### src/rtl/isa_pkg.sv
/*
 * Instruction word layout for the strand-select stage.
 * The class sits in the top four bits; only C_STRIDED uses the stride
 * immediate, which is read unsigned.
 * Latencies are issue-to-writeback cycle counts. Everything that is not
 * C_FPU counts as short latency.
 */
package isa_pkg;

	localparam int INSTR_WIDTH = 32;
	localparam int CLASS_WIDTH = 4;
	localparam int CLASS_LSB = INSTR_WIDTH - CLASS_WIDTH;
	localparam int STRIDE_LSB = 0;
	localparam int STRIDE_WIDTH = 8;

	localparam int SHORT_LATENCY = 1;
	localparam int LONG_LATENCY = 4;
	// A short issue this many cycles after a long one lands on the same writeback cycle
	localparam int WB_HAZARD_DISTANCE = LONG_LATENCY - SHORT_LATENCY;

	typedef logic [INSTR_WIDTH-1:0] instr_t;

	typedef enum logic [CLASS_WIDTH-1:0] {
		C_ALU     = 4'h0,
		C_FPU     = 4'h1,
		C_STRIDED = 4'h2,
		C_GATHER  = 4'h3,
		C_OTHER   = 4'hf
	} instr_class_t;

	localparam instr_t NOP = {C_OTHER, {CLASS_LSB{1'b0}}};

	function automatic instr_class_t class_of(instr_t instr);
		return instr_class_t'(instr[CLASS_LSB +: CLASS_WIDTH]);
	endfunction

	function automatic logic [STRIDE_WIDTH-1:0] stride_of(instr_t instr);
		return instr[STRIDE_LSB +: STRIDE_WIDTH];
	endfunction

	function automatic logic is_long_latency(instr_t instr);
		return class_of(instr) == C_FPU;
	endfunction

	// Vector memory ops issue once per lane
	function automatic logic is_multi_lane(instr_t instr);
		return (class_of(instr) == C_STRIDED) || (class_of(instr) == C_GATHER);
	endfunction

endpackage

### src/rtl/strand_pkg.sv
/*
 * Strand-level types for a four-strand barrel pipeline.
 * Masks carry one bit per strand, with bit n belonging to strand n.
 * Vector instructions run over NUM_LANES lanes, highest lane first.
 */
package strand_pkg;

	localparam int NUM_STRANDS = 4;
	localparam int NUM_LANES = 16;

	typedef logic [$clog2(NUM_STRANDS)-1:0] strand_idx_t;
	typedef logic [NUM_STRANDS-1:0] strand_mask_t;
	typedef logic [$clog2(NUM_LANES)-1:0] lane_t;
	typedef logic [31:0] offset_t;
	typedef logic [31:0] pc_t;

	typedef enum logic [1:0] {
		S_WAIT_INSTR,
		S_READY,
		S_SUSPENDED
	} fsm_state_t;

endpackage

### src/rtl/strand_fsm.sv
/*
 * Issue state machine for one strand.
 * instruction_i must stay stable from instruction_valid_i until the grant
 * that pulses next_instruction_o. Fetch keeps valid low for at least one
 * cycle after that pulse.
 * Rollback beats retry, and retry beats a grant in the same cycle.
 * The lane and offset restart at 15 and 0 once an instruction completes.
 */
module strand_fsm (
	input  logic                  clk,
	input  logic                  rst_i,
	input  isa_pkg::instr_t       instruction_i,
	input  logic                  instruction_valid_i,
	input  logic                  grant_i,
	input  logic                  rollback_i,
	input  logic                  retry_i,
	input  logic                  suspend_i,
	input  logic                  resume_i,
	input  strand_pkg::lane_t     rollback_lane_i,
	input  strand_pkg::offset_t   rollback_offset_i,
	output logic                  issue_request_o,
	output logic                  next_instruction_o,
	output strand_pkg::lane_t     lane_o,
	output strand_pkg::offset_t   offset_o
);

	strand_pkg::fsm_state_t state_q;
	strand_pkg::lane_t lane_q;
	strand_pkg::offset_t offset_q;
	logic multi_lane;
	logic granted;
	logic last_grant;
	strand_pkg::offset_t stride;

	assign multi_lane = isa_pkg::is_multi_lane(instruction_i);
	assign stride = strand_pkg::offset_t'(isa_pkg::stride_of(instruction_i));
	assign granted = grant_i && (state_q == strand_pkg::S_READY);

	// A single-lane instruction finishes on its only grant, a vector one on lane 0
	assign last_grant = granted && (!multi_lane || (lane_q == '0));

	assign issue_request_o = (state_q == strand_pkg::S_READY);
	assign next_instruction_o = rollback_i || (last_grant && !retry_i);
	assign lane_o = lane_q;
	assign offset_o = offset_q;

	always_ff @(posedge clk)
	begin
		if (rst_i)
		begin
			state_q <= strand_pkg::S_WAIT_INSTR;
			lane_q <= strand_pkg::lane_t'(strand_pkg::NUM_LANES - 1);
			offset_q <= '0;
		end
		else if (rollback_i)
		begin
			// Drop the instruction and resume at the faulting lane once refetched
			state_q <= strand_pkg::S_WAIT_INSTR;
			lane_q <= rollback_lane_i;
			offset_q <= rollback_offset_i;
		end
		else if (retry_i)
		begin
			state_q <= strand_pkg::S_READY;
		end
		else
		begin
			if (last_grant)
			begin
				lane_q <= strand_pkg::lane_t'(strand_pkg::NUM_LANES - 1);
				offset_q <= '0;
			end
			else if (granted)
			begin
				lane_q <= lane_q - 1'b1;
				if (isa_pkg::class_of(instruction_i) == isa_pkg::C_STRIDED)
					offset_q <= offset_q + stride;
			end

			if (suspend_i)
				state_q <= strand_pkg::S_SUSPENDED;
			else
			begin
				case (state_q)
					strand_pkg::S_WAIT_INSTR:
					begin
						if (instruction_valid_i)
							state_q <= strand_pkg::S_READY;
					end

					strand_pkg::S_READY:
					begin
						if (last_grant)
							state_q <= strand_pkg::S_WAIT_INSTR;
					end

					strand_pkg::S_SUSPENDED:
					begin
						if (resume_i)
							state_q <= strand_pkg::S_READY;
					end

					default:
						state_q <= strand_pkg::S_WAIT_INSTR;
				endcase
			end
		end
	end

endmodule

### src/rtl/execute_hazard_detect.sv
/*
 * Writeback collision check between long and short latency instructions.
 * Records one bit per cycle telling whether the granted instruction was
 * long latency. A strand holding a short instruction is blocked in the one
 * cycle where its writeback would coincide with that long one.
 * Long instructions never block each other since they share one latency.
 */
module execute_hazard_detect (
	input  logic                     clk,
	input  logic                     rst_i,
	input  isa_pkg::instr_t          instruction_i [strand_pkg::NUM_STRANDS],
	input  strand_pkg::strand_mask_t grant_i,
	output strand_pkg::strand_mask_t hazard_o
);

	localparam int DEPTH = isa_pkg::WB_HAZARD_DISTANCE;

	logic [DEPTH-1:0] long_history_q;
	strand_pkg::strand_mask_t long_mask;
	logic long_granted;

	always_comb
	begin
		for (int s = 0; s < strand_pkg::NUM_STRANDS; s++)
			long_mask[s] = isa_pkg::is_long_latency(instruction_i[s]);
	end

	assign long_granted = |(grant_i & long_mask);

	// Oldest bit marks a long grant exactly DEPTH cycles back
	always_ff @(posedge clk)
	begin
		if (rst_i)
			long_history_q <= '0;
		else
			long_history_q <= {long_history_q[DEPTH-2:0], long_granted};
	end

	always_comb
	begin
		for (int s = 0; s < strand_pkg::NUM_STRANDS; s++)
			hazard_o[s] = long_history_q[DEPTH-1] && !long_mask[s];
	end

endmodule

### src/rtl/issue_arbiter.sv
/*
 * Round-robin arbiter over the strands.
 * The search starts at the strand after the last winner and wraps around,
 * so the least recently granted requester wins.
 * The grant is combinational; the pointer moves at the end of a granting
 * cycle and holds while nothing is requested.
 */
module issue_arbiter (
	input  logic                     clk,
	input  logic                     rst_i,
	input  strand_pkg::strand_mask_t request_i,
	output strand_pkg::strand_mask_t grant_oh_o
);

	strand_pkg::strand_idx_t prio_q;
	strand_pkg::strand_idx_t winner;
	logic found;

	always_comb
	begin
		strand_pkg::strand_idx_t cand;

		grant_oh_o = '0;
		winner = prio_q;
		found = 1'b0;
		for (int k = 0; k < strand_pkg::NUM_STRANDS; k++)
		begin
			// Index arithmetic wraps at the strand count
			cand = prio_q + strand_pkg::strand_idx_t'(k);
			if (!found && request_i[cand])
			begin
				found = 1'b1;
				winner = cand;
				grant_oh_o[cand] = 1'b1;
			end
		end
	end

	always_ff @(posedge clk)
	begin
		if (rst_i)
			prio_q <= '0;
		else if (found)
			prio_q <= winner + 1'b1;
	end

endmodule

### src/rtl/strand_select_stage.sv
/*
 * Strand-select stage: picks one ready strand per cycle for decode.
 * A strand eligible in cycle N shows up on the ss_ outputs after the edge
 * ending cycle N. No back-pressure from decode is supported.
 * With no grant a NOP with PC 0 goes out, and strand, lane and offset
 * keep their last values.
 */
module strand_select_stage (
	input  logic                     clk,
	input  logic                     rst_i,
	input  strand_pkg::strand_mask_t strand_enable_i,
	input  isa_pkg::instr_t          instruction_i [strand_pkg::NUM_STRANDS],
	input  logic                     instruction_valid_i [strand_pkg::NUM_STRANDS],
	input  strand_pkg::pc_t          pc_i [strand_pkg::NUM_STRANDS],
	input  logic                     branch_predicted_i [strand_pkg::NUM_STRANDS],
	input  logic                     rollback_i [strand_pkg::NUM_STRANDS],
	input  logic                     retry_i [strand_pkg::NUM_STRANDS],
	input  logic                     suspend_i [strand_pkg::NUM_STRANDS],
	input  logic                     resume_i [strand_pkg::NUM_STRANDS],
	input  strand_pkg::lane_t        rollback_lane_i [strand_pkg::NUM_STRANDS],
	input  strand_pkg::offset_t      rollback_offset_i [strand_pkg::NUM_STRANDS],
	output strand_pkg::strand_mask_t next_instruction_o,
	output isa_pkg::instr_t          ss_instruction_o,
	output strand_pkg::pc_t          ss_pc_o,
	output logic                     ss_branch_predicted_o,
	output strand_pkg::strand_idx_t  ss_strand_o,
	output strand_pkg::lane_t        ss_lane_o,
	output strand_pkg::offset_t      ss_offset_o
);

	strand_pkg::strand_mask_t fsm_request;
	strand_pkg::strand_mask_t hazard;
	strand_pkg::strand_mask_t arb_request;
	strand_pkg::strand_mask_t grant_oh;
	strand_pkg::strand_idx_t grant_idx;
	strand_pkg::lane_t lane [strand_pkg::NUM_STRANDS];
	strand_pkg::offset_t offset [strand_pkg::NUM_STRANDS];

	for (genvar s = 0; s < strand_pkg::NUM_STRANDS; s++)
	begin : g_strand
		strand_fsm u_fsm (
			.clk                (clk),
			.rst_i              (rst_i),
			.instruction_i      (instruction_i[s]),
			.instruction_valid_i(instruction_valid_i[s]),
			.grant_i            (grant_oh[s]),
			.rollback_i         (rollback_i[s]),
			.retry_i            (retry_i[s]),
			.suspend_i          (suspend_i[s]),
			.resume_i           (resume_i[s]),
			.rollback_lane_i    (rollback_lane_i[s]),
			.rollback_offset_i  (rollback_offset_i[s]),
			.issue_request_o    (fsm_request[s]),
			.next_instruction_o (next_instruction_o[s]),
			.lane_o             (lane[s]),
			.offset_o           (offset[s])
		);
	end

	execute_hazard_detect u_hazard (
		.clk          (clk),
		.rst_i        (rst_i),
		.instruction_i(instruction_i),
		.grant_i      (grant_oh),
		.hazard_o     (hazard)
	);

	// Disabled strands and strands that would collide at writeback sit out
	assign arb_request = fsm_request & strand_enable_i & ~hazard;

	issue_arbiter u_arbiter (
		.clk       (clk),
		.rst_i     (rst_i),
		.request_i (arb_request),
		.grant_oh_o(grant_oh)
	);

	always_comb
	begin
		grant_idx = '0;
		for (int s = 0; s < strand_pkg::NUM_STRANDS; s++)
		begin
			if (grant_oh[s])
				grant_idx = strand_pkg::strand_idx_t'(s);
		end
	end

	always_ff @(posedge clk)
	begin
		if (rst_i)
		begin
			ss_instruction_o <= isa_pkg::NOP;
			ss_pc_o <= '0;
			ss_branch_predicted_o <= 1'b0;
			ss_strand_o <= '0;
			ss_lane_o <= '0;
			ss_offset_o <= '0;
		end
		else if (|grant_oh)
		begin
			ss_instruction_o <= instruction_i[grant_idx];
			ss_pc_o <= pc_i[grant_idx];
			ss_branch_predicted_o <= branch_predicted_i[grant_idx];
			ss_strand_o <= grant_idx;
			ss_lane_o <= lane[grant_idx];
			ss_offset_o <= offset[grant_idx];
		end
		else
		begin
			// Nothing eligible, so a bubble goes down the pipe
			ss_instruction_o <= isa_pkg::NOP;
			ss_pc_o <= '0;
			ss_branch_predicted_o <= 1'b0;
		end
	end

endmodule

### config.mk
export PLATFORM = sky130hd
export DESIGN_NAME = strand_select_stage
export DESIGN_NICKNAME = d
export VERILOG_FILES = /design/src/rtl/isa_pkg.sv /design/src/rtl/strand_pkg.sv /design/src/rtl/strand_fsm.sv /design/src/rtl/execute_hazard_detect.sv /design/src/rtl/issue_arbiter.sv /design/src/rtl/strand_select_stage.sv
export SDC_FILE = /design/constraint.sdc
export NUM_CORES = 1
export LEC_CHECK = 0
export ABC_AREA = 1
export CORE_MARGIN = 8
export CORE_UTILIZATION = 31
export DETAILED_ROUTE_END_ITERATION = 6
export DONT_BUFFER_PORTS = 1
export GPL_TIMING_DRIVEN = 0
export REMOVE_ABC_BUFFERS = 1
export SYNTH_ARGS = -nofsm -noshare
export SYNTH_HDL_FRONTEND = slang
export SYNTH_HIERARCHICAL = 1
export SYNTH_SLANG_ARGS = --single-unit
### constraint.sdc
create_clock -name clk -period 4.8 [get_ports clk]
set_clock_uncertainty 0.2 [all_clocks]
set_input_delay 0.96 -clock clk [delete_from_list [all_inputs] [get_ports clk]]
set_output_delay 0.96 -clock clk [all_outputs]
set_load 0.05 [all_outputs]
==> reports/results.ini <==
[hold_path]
whs_endpoint=u_hazard/long_history_q[1]
hold_path.class=register to register
hp-start=u_hazard/long_history_q[0]
hold_depth=2

[sta]
relSlewSlack=-0.00595
rsz0062_at_grt=no
finalHoldViolations=0
fin_crit_sh=0.962
worst_pin_slew_ns=1.50
layout_min_cycle_time_ns=4.62
max_freq_mhz=217
setup_viol=0
maxSlewViolCount=18

[routing]
wl_um=90000
antenna_left=0
vias=22550
routedWlPerCell_um=19.6
drc=0
vias_per_cell=4.92
firstDrtPassIters=7
drt_iter0_drc=1678

[worst_setup_path]
reg2reg_depth=16
cp-end-kind=register
start_kind=register
cp.required_ns=5.00
critPathKind=register to register
path_delay_family=buffers and inverters
cp.arrival_ns=4.82
path_max_fanout=149
reg2reg_from=u_arbiter/prio_q[1]
r2r_end=ss_pc_o[25]
reg2reg_slack_ns=0.18
cpPeakStageDelay_ns=0.45
crit_buf_inv=6
cp_cell_sequence=inv_2 > ha_2 > inv_1 > nand3_1 > nand2_4 > nand3_2 > inv_2 > a221oi_1 > o21ai_4 > inv_8 > buf_16 > nand2_8 > buf_16 > nand2_1 > nand2_1 > a21oi_1
slowest_stage=a21oi_1

[logic_synthesis]
synth_top_cell_by_area=dfxtp_1
syn_area_um2=21200
syn_inst=3772
synth_top_area_share=0.245
yosysWarnings=6
synth_area_leaders=dfxtp_1 25%, nand2_1 20%, nor2_1 11%
ys_seq_elements=260
synth_cell_type_count=41
seq_area_frac_synth=0.245
synth_area_per_cell_um2=5.63

[power_and_ir_drop]
swShare=0.531
pwr-share-comb=0.440
p_seq_frac=0.334
peakVddDrop_v=0.000523
p_clk_frac=0.226
p_int_mw=6.12
p_leak_nw=12.0
power.net_switching_mw=6.94
power_density_nw_per_um2=562

[clock_tree]
cts_tree=built
clockBufferDepth=3
cts.htree.levels=2
clk_latency_ns=0.57
cts.clk_slew.worst_paths_ns=0.06
clkSinkCount=260
ctsHoldBuffers=0
cts_buffers=37
cts_root_buf=clkbuf_16

[status]
outcome=finished, violations left
violations=max-capacitance violations, max-slew violations

[global_routing]
overflow=0
grt_pass1_vias=21206
use_met1=0.243
met3_usage=0.0562
grt_start_max_net_pins=150
use_met2=0.395
top_usage_layer=met2
grt_usage=0.218
antenna_found_initial=12
grt_pass1_wl_um=132000

[floorplan]
pin_count=537
dieWidth_um=278
die_area_um2=77100
rows=96
dieHeight_um=278
start_util=0.311
core-area_um2=68200

[cells_and_area]
areaGrowthSynthToFinish_pct=9.31
drive_gt1_frac=0.0743
num-nets-final=4149
fin_cells=4584
fillers=7695
final_util=0.340

[placed_design]
dp.cells=4510
io_buffer_count=0
place.gp.congestion=0.980
hpwl_um=70800

[flow_run]
drv_cap=1

[routing by layer]
layer / up-vias / part of all wire
met3: 151 / 0.079
li1: 11459 / -
met1: 10139 / 0.39
met5: - / 0.0011
met2: 785 / 0.49
met4: 16 / 0.042
[stage by stage]
| stage | total power [mW] | area (um2) | TNS (ns) | worst slack (ns) | hold slack (ns) |
|---|---|---|---|---|---|
| finish | 13.1 | 23200 | 0 | 0.182 | 0.220 |
| floorplan | 7.89 | 20400 | -344.26 | -2.87 | 0.188 |
| global placement | 10.0 | 21500 | -1011.45 | -8.63 | 0.193 |
| CTS | 13.1 | 23100 | 0 | 0.0654 | 0.217 |
| global route | 13.9 | 23200 | 0 | 0.0183 | 0.224 |
| detailed placement | 10.0 | 21800 | -48.88 | -0.896 | 0.210 |
[placed cells by master (no fill, tap or decap), drive strengths merged, types with 32 or more instances in the layout]
master	synthesis	final
a21oi	271	271
ha	41	41
nor3	32	32
nand3	330	330
dfxtp	260	260
nor2	664	664
inv	585	588
nand2	1172	1174
clkbuf	47	43
o21ai	162	162
[sequential cells by signal (all words and copies together) (netlist names)]
signal                   flops
g_strand.u_fsm/offset_o    128
g_strand.u_fsm/state_q       8
ss_strand_o                  2
ss_branch_predicted_o        1
u_hazard/long_history_q      3
ss_offset_o                 32
ss_lane_o                    4
ss_instruction_o            32
u_arbiter/prio_q             2
ss_pc_o                     32
g_strand.u_fsm/lane_o       16
[cell type report]
type                       instances  area (um2)  area share
antenna                            3        7.51    0.000323
clock buffer                      43        1000      0.0431
clock inverter                    21         278      0.0120
inverter                         591        2240      0.0963
multi-input combinational       2770       13100       0.565
sequential                       260        5210       0.224
tap                              882        1100      0.0475
timing repair buffer              14         255      0.0110
[kinds of logic (layout without fill, tap and decap cells)]
kind of cell / Yosys count / count (layout) / share of synthesized area
buf+inv: 744 / 669 / 0.144
other cells: 0 / 3 / 0
simple gates: 2243 / 2245 / 0.454
compound gates: 460 / 460 / 0.121
xor+xnor: 20 / 20 / 0.00825
flops: 260 / 260 / 0.245
fa+ha+maj: 45 / 45 / 0.0279
[how the worst max path moves through the flow]
stage / start / to / depth (start not counted)
floorplan: instruction_i[93] / ss_lane_o[0] / 14
global placement: instruction_i[93] / ss_instruction_o[27] / 14
detailed placement: instruction_i[124] / ss_pc_o[25] / 15
CTS: u_arbiter/prio_q[0] / next_instruction_o[3] / 13
global route: u_arbiter/prio_q[1] / next_instruction_o[0] / 13
finish: u_arbiter/prio_q[1] / ss_pc_o[25] / 16
[timing repair]
action	CTS	global route
cloned	0	2
setup buffers	2	2
hold endpoints to repair	0	0
setup endpoints to repair	90	54
resized for setup	13	11
pin swaps	2	3
[power groups by stage]
stage	clock network, mW	registers [mW]	logic (mW)
after floorplan	0	4.15	3.74
after detailed placement	0	4.42	5.59
after global routing	3.11	4.40	6.39
after global placement	0	4.43	5.60
after CTS	3.03	4.38	5.65
final	2.94	4.36	5.75
[synth_stat cells, drive strengths merged]
master      n
o22ai       8
clkinv      6
o211ai      4
buf       106
nor4        4
nor2      664
fa          4
or2         4
nand3     330
o2111ai     1
nand4      17
nand3b     16
a21oi     271
o21ai     162
and2        4
ha         41
xnor2       8
a211oi      4
inv       585
o221ai      8
nand2    1172
a221oi      2
clkbuf     47
nor3       32
dfxtp     260
xor2       12
[tightest hold or removal path, cell delays in order (launching register included)]
cell,delay (ns)
dfxtp_1,0.29
inv_1,0.05
nor2_1,0.04
No activity file was read; power rests on OpenSTA's default activity.
